File: config.mk
export PLATFORM = sky130hd
export DESIGN_NAME = agu_top
export DESIGN_NICKNAME = d
export VERILOG_FILES = /design/src/hw/agu_pkg.sv /design/src/hw/address_adder.sv /design/src/hw/agu_ans_arbiter.sv /design/src/hw/agu_top.sv /design/src/hw/spill_cell_flush.sv
export SDC_FILE = /design/constraint.sdc
export NUM_CORES = 1
export LEC_CHECK = 0
export BUFFER_PORTS_ARGS = -buffer_cell sky130_fd_sc_hd__buf_2
export CAP_MARGIN = 20
export CORE_MARGIN = 8
export CORE_UTILIZATION = 50
export DETAILED_ROUTE_END_ITERATION = 8
export GPL_TIMING_DRIVEN = 0
export PLACE_DENSITY = 0.74
export SYNTH_ARGS = -nofsm -noshare
export SYNTH_HDL_FRONTEND = slang
export SYNTH_SLANG_ARGS = --single-unit
File: constraint.sdc
create_clock -name clk_i -period 5.37 [get_ports clk_i]
set_clock_uncertainty 0.05 [all_clocks]
set_input_delay 1.3425 -clock clk_i [delete_from_list [all_inputs] [get_ports clk_i]]
set_output_delay 1.3425 -clock clk_i [all_outputs]
set_load 0.03 [all_outputs]
File: src/hw/agu_pkg.sv
// Shared widths, encodings and records of the address generation stage
// Physical addresses only, no translation and no TLB
// Exception codes follow the RISC-V mcause numbering for misaligned accesses
package agu_pkg;

  // --------------------
  // Widths
  // --------------------

  // Data and address width
  localparam int unsigned XLEN = 64;

  // Instruction tag used to match answers with their requests
  localparam int unsigned TAG_W = 4;

  // Exception code width
  localparam int unsigned EXC_W = 5;

  // --------------------
  // Exception codes
  // --------------------

  // Load address misaligned
  localparam logic [EXC_W-1:0] E_LD_ADDR_MISALIGNED = 5'd4;

  // Store/AMO address misaligned
  localparam logic [EXC_W-1:0] E_ST_ADDR_MISALIGNED = 5'd6;

  // --------------------
  // Access sizes
  // --------------------

  // Signed and unsigned variants share the same alignment rule
  typedef enum logic [2:0] {
    LS_BYTE       = 3'd0,
    LS_BYTE_U     = 3'd1,
    LS_HALFWORD   = 3'd2,
    LS_HALFWORD_U = 3'd3,
    LS_WORD       = 3'd4,
    LS_WORD_U     = 3'd5,
    LS_DOUBLEWORD = 3'd6
  } ls_type_t;

  // --------------------
  // Records
  // --------------------

  // Request into an address adder
  typedef struct packed {
    logic [TAG_W-1:0] tag;
    ls_type_t         ls_type;
    // Base register value
    logic [XLEN-1:0]  base;
    // Sign-extended immediate offset
    logic [XLEN-1:0]  offs;
  } adder_req_t;

  // Answer from an address adder
  typedef struct packed {
    logic [TAG_W-1:0] tag;
    // Effective address, wraps modulo 2^XLEN
    logic [XLEN-1:0]  result;
    logic             except_raised;
    // Valid even when except_raised is low
    logic [EXC_W-1:0] except_code;
  } adder_ans_t;

  // Merged output record
  typedef struct packed {
    // Set when the answer comes from the store adder
    logic       is_store;
    adder_ans_t ans;
  } agu_out_t;

endpackage

File: src/hw/address_adder.sv
// Base plus offset adder with natural alignment check
// No virtual memory; the sum wraps modulo 2^XLEN
// Answer is registered through a spill cell, one cycle after acceptance
`timescale 1ns/100ps

module address_adder
  import agu_pkg::*;
#(
  parameter bit IS_STORE = 1'b0
) (
  input  logic       clk_i,
  input  logic       rst_n_i,
  input  logic       flush_i,

  // Request side
  input  logic       valid_i,
  output logic       ready_o,
  input  adder_req_t req_i,

  // Answer side
  output logic       valid_o,
  input  logic       ready_i,
  output adder_ans_t ans_o
);

  // --------------------
  // Internal signals
  // --------------------
  logic [XLEN-1:0] sum;
  logic            misaligned;
  adder_ans_t      ans;

  // Effective address
  assign sum = req_i.base + req_i.offs;

  // --------------------
  // Alignment check
  // --------------------
  always_comb begin
    // Low address bits must be zero for the access size
    case (req_i.ls_type)
      LS_HALFWORD, LS_HALFWORD_U: misaligned = sum[0];
      LS_WORD, LS_WORD_U:         misaligned = |sum[1:0];
      LS_DOUBLEWORD:              misaligned = |sum[2:0];
      // Byte accesses are always aligned
      default:                    misaligned = 1'b0;
    endcase
  end

  // Answer record
  assign ans.tag           = req_i.tag;
  assign ans.result        = sum;
  assign ans.except_raised = misaligned;
  // Code depends only on the stream, not on the check result
  assign ans.except_code   = IS_STORE ? E_ST_ADDR_MISALIGNED : E_LD_ADDR_MISALIGNED;

  // --------------------
  // Output register
  // --------------------
  spill_cell_flush #(
    .DATA_T(adder_ans_t)
  ) u_ans_cell (
    .clk_i  (clk_i),
    .rst_n_i(rst_n_i),
    .flush_i(flush_i),
    .valid_i(valid_i),
    .ready_o(ready_o),
    .data_i (ans),
    .valid_o(valid_o),
    .ready_i(ready_i),
    .data_o (ans_o)
  );

endmodule

File: src/hw/agu_ans_arbiter.sv
// Round-robin merge of load and store answers into one stream
// Grant is combinational; the merged record is registered in a spill cell
// Pointer favours loads after reset and only moves on an accepted grant
`timescale 1ns/100ps

module agu_ans_arbiter
  import agu_pkg::*;
(
  input  logic       clk_i,
  input  logic       rst_n_i,
  input  logic       flush_i,

  // Load answers
  input  logic       ld_valid_i,
  output logic       ld_ready_o,
  input  adder_ans_t ld_ans_i,

  // Store answers
  input  logic       st_valid_i,
  output logic       st_ready_o,
  input  adder_ans_t st_ans_i,

  // Merged output
  output logic       out_valid_o,
  input  logic       out_ready_i,
  output agu_out_t   out_o
);

  // --------------------
  // Internal signals
  // --------------------
  // Set when the store side has priority on a tie
  logic     prio_st;
  logic     grant_ld;
  logic     grant_st;
  logic     cell_ready;
  agu_out_t merged;

  // One side per cycle; a lone request always wins
  assign grant_ld = ld_valid_i & (~st_valid_i | ~prio_st);
  assign grant_st = st_valid_i & (~ld_valid_i | prio_st);

  // Ready goes back only to the granted side
  assign ld_ready_o = grant_ld & cell_ready;
  assign st_ready_o = grant_st & cell_ready;

  // Tag the winner with its stream
  assign merged.is_store = grant_st;
  assign merged.ans      = grant_st ? st_ans_i : ld_ans_i;

  // --------------------
  // Priority pointer
  // --------------------
  always_ff @(posedge clk_i) begin
    if (!rst_n_i) begin
      prio_st <= 1'b0;
    end else if (cell_ready && (grant_ld || grant_st)) begin
      // Loser of this grant is favoured next time
      prio_st <= grant_ld;
    end
  end

  // --------------------
  // Output register
  // --------------------
  spill_cell_flush #(
    .DATA_T(agu_out_t)
  ) u_out_cell (
    .clk_i  (clk_i),
    .rst_n_i(rst_n_i),
    .flush_i(flush_i),
    .valid_i(ld_valid_i | st_valid_i),
    .ready_o(cell_ready),
    .data_i (merged),
    .valid_o(out_valid_o),
    .ready_i(out_ready_i),
    .data_o (out_o)
  );

endmodule

File: src/hw/agu_top.sv
// Address generation stage of the load/store unit
// Two cycles from request to output without contention or back-pressure
// Flush empties every stage and blocks both request ports for that cycle
`timescale 1ns/100ps

module agu_top
  import agu_pkg::*;
(
  input  logic       clk_i,
  input  logic       rst_n_i,
  input  logic       flush_i,

  // Load requests
  input  logic       ld_valid_i,
  output logic       ld_ready_o,
  input  adder_req_t ld_req_i,

  // Store requests
  input  logic       st_valid_i,
  output logic       st_ready_o,
  input  adder_req_t st_req_i,

  // Merged answers
  output logic       out_valid_o,
  input  logic       out_ready_i,
  output agu_out_t   out_o
);

  // --------------------
  // Adder to arbiter
  // --------------------
  logic       ld_ans_valid;
  logic       ld_ans_ready;
  adder_ans_t ld_ans;
  logic       st_ans_valid;
  logic       st_ans_ready;
  adder_ans_t st_ans;

  // Load address adder
  address_adder #(
    .IS_STORE(1'b0)
  ) u_ld_adder (
    .clk_i  (clk_i),
    .rst_n_i(rst_n_i),
    .flush_i(flush_i),
    .valid_i(ld_valid_i),
    .ready_o(ld_ready_o),
    .req_i  (ld_req_i),
    .valid_o(ld_ans_valid),
    .ready_i(ld_ans_ready),
    .ans_o  (ld_ans)
  );

  // Store address adder
  address_adder #(
    .IS_STORE(1'b1)
  ) u_st_adder (
    .clk_i  (clk_i),
    .rst_n_i(rst_n_i),
    .flush_i(flush_i),
    .valid_i(st_valid_i),
    .ready_o(st_ready_o),
    .req_i  (st_req_i),
    .valid_o(st_ans_valid),
    .ready_i(st_ans_ready),
    .ans_o  (st_ans)
  );

  // Merge into one tagged stream
  agu_ans_arbiter u_arbiter (
    .clk_i      (clk_i),
    .rst_n_i    (rst_n_i),
    .flush_i    (flush_i),
    .ld_valid_i (ld_ans_valid),
    .ld_ready_o (ld_ans_ready),
    .ld_ans_i   (ld_ans),
    .st_valid_i (st_ans_valid),
    .st_ready_o (st_ans_ready),
    .st_ans_i   (st_ans),
    .out_valid_o(out_valid_o),
    .out_ready_i(out_ready_i),
    .out_o      (out_o)
  );

endmodule

File: src/hw/spill_cell_flush.sv
// Two-entry skid buffer with valid/ready handshake and flush
// One cycle of latency; full throughput under back-pressure
// Flush drops both entries and holds ready_o low for that cycle
`timescale 1ns/100ps

module spill_cell_flush #(
  parameter type DATA_T = logic [7:0]
) (
  input  logic  clk_i,
  input  logic  rst_n_i,
  input  logic  flush_i,

  // Upstream side
  input  logic  valid_i,
  output logic  ready_o,
  input  DATA_T data_i,

  // Downstream side
  output logic  valid_o,
  input  logic  ready_i,
  output DATA_T data_o
);

  // --------------------
  // Storage
  // --------------------
  logic  main_valid;
  logic  skid_valid;
  DATA_T main_data;
  DATA_T skid_data;

  // Handshake events of this cycle
  logic  push;
  logic  pop;

  // Room for one more entry unless the skid is full
  assign ready_o = ~skid_valid & ~flush_i;
  assign valid_o = main_valid;
  assign data_o  = main_data;

  assign push = valid_i & ready_o;
  assign pop  = main_valid & ready_i;

  // --------------------
  // Valid bits
  // --------------------
  always_ff @(posedge clk_i) begin
    if (!rst_n_i || flush_i) begin
      main_valid <= 1'b0;
      skid_valid <= 1'b0;
    end else if (skid_valid) begin
      // Full, so nothing is pushed; skid moves up on a pop
      if (pop) begin
        skid_valid <= 1'b0;
      end
    end else if (push) begin
      // Main stays valid either way; skid fills only if main is stuck
      main_valid <= 1'b1;
      skid_valid <= main_valid & ~pop;
    end else if (pop) begin
      main_valid <= 1'b0;
    end
  end

  // --------------------
  // Payload
  // --------------------
  always_ff @(posedge clk_i) begin
    if (skid_valid) begin
      if (pop) begin
        main_data <= skid_data;
      end
    end else if (push) begin
      if (main_valid && !pop) begin
        skid_data <= data_i;
      end else begin
        main_data <= data_i;
      end
    end
  end

endmodule
# After elaboration in Yosys (flattened, before gate mapping)
# Cells that the tools add are included.
classes:
  bitwise: 29
  addsub: 2
  n_mux: 30
  n_reduce_logical: 33
  n_eq_ne: 16
ops:
  columns: ["op", "count"]
  rows:
  - ["74-bit two-way mux", 9]
  - ["75-bit two-way mux", 4]
  - ["64-bit adder", 2]
  - ["3-bit == test (second input constant)", 6]
  - ["3-bit AND reduction", 6]
  - ["1-bit bitwise AND", 16]
  - ["1-bit two-way mux", 15]
  - ["3-bit by 2-bit == test with 1-bit output (second input constant)", 4]
  - ["2-bit nonzero test", 6]
  - ["2-bit OR reduction", 6]
  - ["1-bit NOT", 10]
  - ["2-bit by 1-bit inequality test with 1-bit output (second input constant)", 3]
  - ["2-bit inequality test (second input constant)", 3]
  - ["1-bit one-hot mux with 3 select lines", 2]
  - ["2-bit AND reduction", 3]
  - ["3-bit OR reduction", 2]
  - ["1-bit logical AND", 4]
  - ["1-bit logical NOT", 4]
  - ["1-bit bitwise OR", 3]
  - ["1-bit logical OR", 2]
totals:
  regBits: 443
  inputBits: 276
  output_inout_bits: 78

# Longest topological paths before layout
# Gate-level depths: netlist of the first run.
depth:
  ltp_word: 10
  depth_mapped: 12
  mapped_depth_nobuf: 12

# Modules after synthesis
# From an unflattened synthesis of the first run, not the netlist that was laid out.
unflattened:
  hier_cells: 1981
  area_unflattened_um2: 25817.3
modules_own_cells:
  columns: ["mod", "cells_each", "instances", "area_per_inst_um2"]
  rows:
  - ["spill_cell_flush at u_ld_adder.u_ans_cell ...", 245, 2, 5474.0]
  - ["spill_cell_flush at u_arbiter.u_out_cell", 248, 1, 5845.6]
  - ["address_adder at u_ld_adder", 586, 1, 3936.3]
  - ["address_adder at u_st_adder", 564, 1, 3857.4]
  - ["agu_ans_arbiter", 93, 1, 1229.9]

# Worst setup path after synthesis of the first run
# OpenSTA, ideal clock, no wires.
synth_timing:
  kind: "input to register"
  startpoint: "input flush_i"
  endpoint: "register u_ld_adder.u_ans_cell.main_data, in the netlist u_ld_adder.u_ans_cell.data_o[10], enable pin"
  slack_ns: -0.324
  stages: 4
  required_ns: 4.801
  n_path_buf: 0
  t_arrival_ns: 5.125
  path_cell_list: "nor2_1 nand3_1 a21boi_0 a21oi_1"
synth_via:
  elab_chain_cells: 8
  elab_cells_between_ends: 12
synth_lines:
  columns: ["element", "line", "rtl"]
  rows:
  - ["from (decl)", "agu_top.sv:11", "input logic flush_i,"]
  - ["1-bit NOT (*)", "spill_cell_flush.sv:37", "assign ready_o = ~skid_valid & ~flush_i;"]
  - ["1-bit bitwise AND", "spill_cell_flush.sv:37", null]
  - ["1-bit bitwise AND", "agu_ans_arbiter.sv:44", "assign ld_ready_o = grant_ld & cell_ready;"]
  - ["1-bit bitwise AND", "spill_cell_flush.sv:42", "assign pop = main_valid & ready_i;"]
  - ["1-bit logical NOT", "spill_cell_flush.sv:74", "if (main_valid && !pop) begin"]
  - ["1-bit logical AND", "spill_cell_flush.sv:74", null]
  - ["2-bit inequality test (no line)", null, null]
  - ["3-bit AND reduction (no line) (*)", null, null]
  - ["to (signal assigned)", "spill_cell_flush.sv:71", "main_data <= skid_data;"]
  - ["to (signal assigned)", "spill_cell_flush.sv:77", "main_data <= data_i;"]
  - ["to (decl)", "spill_cell_flush.sv:29", "DATA_T main_data;"]
# Mark *: on every way between the ends. The rest lies on a longest branch, timed or not.
# A chain may end at the register's enable or synchronous reset.

# Worst setup path after layout of the first run
layout_timing:
  startpoint: "input ld_req_i[0] in the netlist's numbering"
  endpoint: "register u_ld_adder.u_ans_cell.main_data, in the netlist u_ld_adder.u_ans_cell.data_o[68] (data pin)"
layout_via:
  elab_chain_cells: 4
layout_lines:
  columns: ["element", "line", "rtl"]
  rows:
  - ["from (decl)", "agu_top.sv:16", "input adder_req_t ld_req_i,"]
  - ["64-bit adder", "address_adder.sv:34", "assign sum = req_i.base + req_i.offs;"]
  - ["74-bit two-way mux", "spill_cell_flush.sv:74", null]
  - ["74-bit two-way mux", "spill_cell_flush.sv:73", "end else if (push) begin"]
  - ["74-bit two-way mux", "spill_cell_flush.sv:69", "if (skid_valid) begin"]
# Every way passes these cells. The select of a mux whose other input is x is not followed.

==> results.toml, run 1 <==
[detailed_routing]
via_per_inst = 5.78
drc = 0
wl_per_cell_um = 22.1
antenna_left = 0
drt_iter0_markers = 1698
wirelength_um = 71600
vias = 18700
drt_pass1_iterations = 8

[run]
maxCapViolations = 0

[synthesis]
synth_top_cells_by_count = "nand2_1, edfxtp_1, a21oi_1, mux2_2, ha_1"
yosys.area.top_type = "edfxtp_1"
synthCells = 2186
yosys_warnings = 0
synthTopCellsByArea = "edfxtp_1, nand2_1, mux2_2, ha_1, a21oi_1"
syn-mean-instance-area_um2 = 11.0
synth_top_area_share_pct = 52.1
synth_edf_count = 416
ys.flop_type = "edfxtp_1"
ys_seq_elements = 423
synth_cell_types = 78
synth_most_common_cell = "nand2_1"
synthArstFlopShare_pct = 0
yosysSeqAreaShare_pct = 52.7
netlist_area_um2 = 24000

[clock_tree]
clk_latency_ns = 0.58
h-tree-depth = 2
cts-root-buf = "clkbuf_16"
post_cts_buffers = 0
cts_buffer_depth = 3
numCtsBuffers = 44
cts.clk_slew.worst_paths_ns = 0.06
cts_tree = "done"
cts.sinks = 423
hold_buffers = 0
postCtsResizedCells = 0

[die]
die_w_um = 235
coreArea_um2 = 47500
dieArea_um2 = 55200
fp.dieH_um = 235
ioPinCount = 354
rows = 80
start_util_pct = 50.4

[setup_path]
rrSetupSlack_ns = 1.93
r2r_end = "u_arbiter.u_out_cell.data_o[20]$_DFFE_PP_"
max_stage_delay_ns = 0.53
reg2reg_from = "u_arbiter.u_out_cell.skid_valid$_SDFF_PP0_"
cp_slowest_cell = "a211oi_1"
required_ns = 5.62
end_kind = "register"
crit_type = "primary input to register"
cp_max_fo = 6
path_common_cell = "a211oi_2"
cp.arrival_ns = 5.40
crit_start = "ld_req_i[0]"
crit_end = "u_ld_adder.u_ans_cell.data_o[68]$_DFFE_PP_"
r2r_cells = 5
cp_cell_sequence = "buf_2, ha_1, fa_1, a211oi_2, o21ai_1, a211oi_1, a211oi_1, a211oi_2, a31o_2, o21ai_1, a211oi_2, o21ai_0, a221oi_1"
start_kind = "primary input"

[grt]
grt_pass1_wl_um = 110000
antenna_found_initial = 1
grt-ovfl-total = 0
track_usage_pct = 25.2
grt_pass1_vias = 19000
grt_max_degree = 46

[timing]
fin_hold_ws_ns = 0.455
setup_viol_count_final = 0
worst_slew_pin_slew_ns = 1.12
min_period_over_period_pct = 95.8
slew_headroom_pct = 25.4
grt_setup_unrepaired = "false"
max_freq_ghz = 0.194
setup_tns_ns = 0
hold_violations = 0
fin_crit_ns = 5.15
slew_viol_final = 0

[finish]
n_antenna_cell = 0
drive_above_1_share_pct = 23.7
utilization_pct = 59.1
fin_nets = 2996
instances_no_fill = 3241
areaGrowthSynthToFinish_pct = 17.1

[power_and_ir_drop]
power_density_nw_per_um2 = 312
p_leak_uw = 0.0113
p_total_uw = 8770
peakVddDrop_mv = 0.254

[place]
portBuffers = 349
placedCellCount = 3161
dp_hpwl_um = 56200
gp_congestion = 0.953

[hold_path]
min_path_type = "register to register"

[status]
status = "completed"
[routing by layer]
layer / share of wire [%] / global-route usage, % / routed length (um) / vias up
met5: 0.015 / 0 / 11 / -
met4: 3.4 / 8.85 / 2460 / 2
met3: 6.5 / 3.90 / 4640 / 132
met2: 47 / 41.6 / 33800 / 742
met1: 43 / 33.4 / 30800 / 9011
li1: - / - / - / 8844
[power breakdown]
part	total (uW)	switching, uW	internal, uW
clock	2970	1280	1690
sequential	3950	42.0	3910
combinational	1850	1130	720
[final cells by class]
| class | count | area, um^2 |
|---|---|---|
| sequential | 423 | 12600 |
| timing repair buffer | 358 | 1930 |
| tap | 615 | 769 |
| clock buffer | 57 | 1170 |
| multi-input combinational | 1613 | 10800 |
| fill | 3912 | 19400 |
| buffer | 100 | 422 |
| inverter | 52 | 195 |
| clock inverter | 23 | 201 |
[flip-flops by register name, indices dropped and copies added (netlist names), 69 cells and up]
| signal | count |
|---|---|
| u_arbiter.u_out_cell.data_o | 70 |
| u_arbiter.u_out_cell.skid_data | 70 |
| u_ld_adder.u_ans_cell.data_o | 69 |
| u_ld_adder.u_ans_cell.skid_data | 69 |
| u_st_adder.u_ans_cell.data_o | 69 |
| u_st_adder.u_ans_cell.skid_data | 69 |
[logic make-up after synthesis]
family / Yosys count / synth area share, %
flops: 423 / 52.7
mux: 146 / 6.85
compound gates: 503 / 13.9
other cells: 2 / 0.0313
buf+inv: 152 / 2.57
xor+xnor: 122 / 4.46
simple gates: 710 / 12.8
fa+ha+maj: 128 / 6.74
[worst min path at each step]
stage	from	to	slack, ns	depth (start not counted)
3_3_place_gp	u_arbiter.prio_st$_SDFFE_PN0P_	u_arbiter.prio_st$_SDFFE_PN0P_	0.42	2
2_1_floorplan	u_arbiter.prio_st$_SDFFE_PN0P_	u_arbiter.prio_st$_SDFFE_PN0P_	0.41	2
5_1_grt	u_st_adder.u_ans_cell.skid_data[21]$_DFFE_PP_	u_st_adder.u_ans_cell.data_o[21]$_DFFE_PP_	0.48	2
6_report	u_arbiter.prio_st$_SDFFE_PN0P_	u_arbiter.prio_st$_SDFFE_PN0P_	0.46	2
4_1_cts	u_arbiter.prio_st$_SDFFE_PN0P_	u_arbiter.prio_st$_SDFFE_PN0P_	0.44	2
3_5_place_dp	u_arbiter.prio_st$_SDFFE_PN0P_	u_arbiter.prio_st$_SDFFE_PN0P_	0.43	2
[layout by cell type, fill, tap and decap left out, types with 9 or more instances in the layout]
master	n
nand2_1	470
edfxtp_1	416
buf_2	359
a21oi_1	157
mux2_2	145
ha_1	126
clkbuf_1	90
o21ai_0	84
xnor2_1	76
a21o_1	76
nor2_1	73
inv_1	49
xor2_1	46
clkbuf_16	45
nand4_1	42
o21bai_1	35
nand3_1	27
o21a_1	24
nor3_1	23
a211oi_1	16
and2_1	13
nor2b_1	12
a21boi_0	12
a31oi_1	11
and3_1	9
o31ai_1	9
clkinv_1	9
[through the flow]
stage                     setup WS (ns)  instance area (um^2)
final                             0.224                 28100
after global routing              0.177                 28100
after CTS                         0.408                 28100
after detailed placement         -0.188                 26700
after global placement           -0.401                 26500
after floorplan                    1.09                 24000
[critical path: cells and delay by family]
kind,cells,cell delay [ns]
fa+ha+maj,2,0.65
buf+inv,1,0.10
compound gates,10,3.30
Note: power is estimated with default switching activity, not from simulation.
==> inputs of run 2 (changes only) <==
- CELL_PAD_IN_SITES_DETAIL_PLACEMENT: unset -> 0
- CELL_PAD_IN_SITES_GLOBAL_PLACEMENT: unset -> 1
- CORE_UTILIZATION: 50 -> 41
- PLACE_DENSITY: 0.74 -> unset
- PLACE_DENSITY_LB_ADDON: unset -> 0.1
==> results.toml, run 2 (same netlist as run 1, synthesis figures left out) <==
[setup_path]
cp_max_fo = 6
cp_slowest_cell = "a211oi_2"
crit_type = "primary input to register"
max_stage_delay_ns = 0.49
start_kind = "primary input"
r2r_cells = 6
required_ns = 5.64
path_common_cell = "a211oi_2"
reg2reg_from = "u_arbiter.u_out_cell.skid_valid$_SDFF_PP0_"
rrSetupSlack_ns = 2.18
cp.arrival_ns = 4.91
end_kind = "register"
cp_cell_sequence = "buf_2, ha_1, fa_1, a211oi_2, o21ai_1, a211oi_1, a211oi_1, a211oi_2, a31o_2, o21ai_1, a211oi_2, o21ai_0, a221oi_1"
r2r_end = "u_arbiter.u_out_cell.data_o[51]$_DFFE_PP_"

[timing]
setup_tns_ns = 0
hold_violations = 0
setup_viol_count_final = 0
worst_slew_pin_slew_ns = 0.930
setup_ws_ns = 0.728
slew_viol_final = 0
min_period_over_period_pct = 86.4
max_freq_ghz = 0.215
grt_setup_unrepaired = "false"
slew_headroom_pct = 38.0
fin_crit_ns = 4.64

[detailed_routing]
drc = 0
vias = 17900
via_per_inst = 5.31
drt_pass1_iterations = 5
antenna_left = 0
wirelength_um = 67200
wl_per_cell_um = 19.9
drt_iter0_markers = 1261

[finish]
drive_above_1_share_pct = 23.6
ff_latch_area_um2 = 12600
num-fill-cells = 5473
utilization_pct = 48.8
areaGrowthSynthToFinish_pct = 17.6
finalInstanceArea_um2 = 28200
layout_commonest_cell = "nand2_1"
most-common-layout-cells = "nand2_1, edfxtp_1, buf_2"
fin_nets = 2992
multiInputGateArea_um2 = 10800

[clock_tree]
postCtsResizedCells = 0
h-tree-depth = 2
numCtsBuffers = 40
cts-root-buf = "clkbuf_16"
cts.sinks = 423
cts_tree = "done"
clk_latency_ns = 0.54
cts.clk_slew.worst_paths_ns = 0.06
hold_buffers = 0
cts_buffer_depth = 3
post_cts_buffers = 0

[hold_path]
min_path_type = "register to register"
min_path_cells = 2
min_from = "u_arbiter.prio_st$_SDFFE_PN0P_"
worst_hold_path.endpoint = "u_arbiter.prio_st$_SDFFE_PN0P_"

[grt]
antenna_found_initial = 3
grt-ovfl-total = 0
grt_pass1_wl_um = 103000
grt_max_degree = 60
grt_pass1_vias = 18400
track_usage_pct = 19.3

[die]
fp.dieH_um = 258
coreArea_um2 = 57800
ioPinCount = 354
die_w_um = 258
rows = 88
start_util_pct = 41.5
dieArea_um2 = 66500

[place]
dp_hpwl_um = 53700
dpl_cell_area_um2 = 27000
portBuffers = 349
dp_slack_ns = 0.152
gp_congestion = 0.842

[status]
status = "completed"

[run]
maxCapViolations = 0

[power_and_ir_drop]
p_leak_uw = 0.0113
p_total_uw = 8500
power_density_nw_per_um2 = 301
peakVddDrop_mv = 0.256
## run 2: cell type report
| cell class | count | area share (%) |
|---|---|---|
| Sequential cell | 423 | 44.8 |
| Multi-Input combinational cell | 1613 | 38.2 |
| Timing Repair Buffer | 358 | 7.02 |
| Clock buffer | 50 | 3.76 |
| Tap cell | 765 | 3.39 |
| Buffer | 100 | 1.49 |
| Inverter | 52 | 0.692 |
| Clock inverter | 15 | 0.617 |
| Antenna cell | 2 | 0.0177 |
## run 2: per-layer routing
metal  part of all wire, %  vias up  GRT usage [%]
met4                   1.7        0           3.97
met3                   4.9       68           3.05
met2                    48      418           32.4
met5                     0        -              0
met1                    45     8612           26.4
li1                      -     8838              -
## run 2: worst max-delay path: cells and delay by family
kind	cells	cell delay, ns
buffers and inverters	1	0.10
adders and majority gates	2	0.67
AOI/OAI and AO/OA	10	2.78
## run 2: report_power, final
part           leakage, uW  internal [uW]  switching (uW)
Clock             0.000605           1580            1170
Combinational      0.00681            718            1080
Sequential         0.00387           3910            48.0
Total               0.0113           6210            2290
## run 2: how the worst max path moves through the flow
stage                     cells past startpoint                                         end         from  slack, ns
final                                        13  u_ld_adder.u_ans_cell.data_o[68]$_DFFE_PP_  ld_req_i[0]       0.73
after global routing                         13  u_ld_adder.u_ans_cell.data_o[68]$_DFFE_PP_  ld_req_i[0]       0.58
after CTS                                    13  u_st_adder.u_ans_cell.data_o[68]$_DFFE_PP_  st_req_i[0]       0.73
after detailed placement                     13  u_st_adder.u_ans_cell.data_o[68]$_DFFE_PP_  st_req_i[0]       0.15
after global placement                        4   u_arbiter.u_out_cell.data_o[12]$_DFFE_PP_      flush_i      -0.51
after floorplan                              12  u_ld_adder.u_ans_cell.data_o[52]$_DFFE_PP_  ld_req_i[0]       1.09
## run 2: stage by stage
stage | hold slack [ns] | instances
floorplan | 0.407 | 2188
global placement | 0.418 | 3302
detailed placement | 0.442 | 3311
CTS | 0.453 | 3376
global route | 0.476 | 3377
finish | 0.448 | 3378
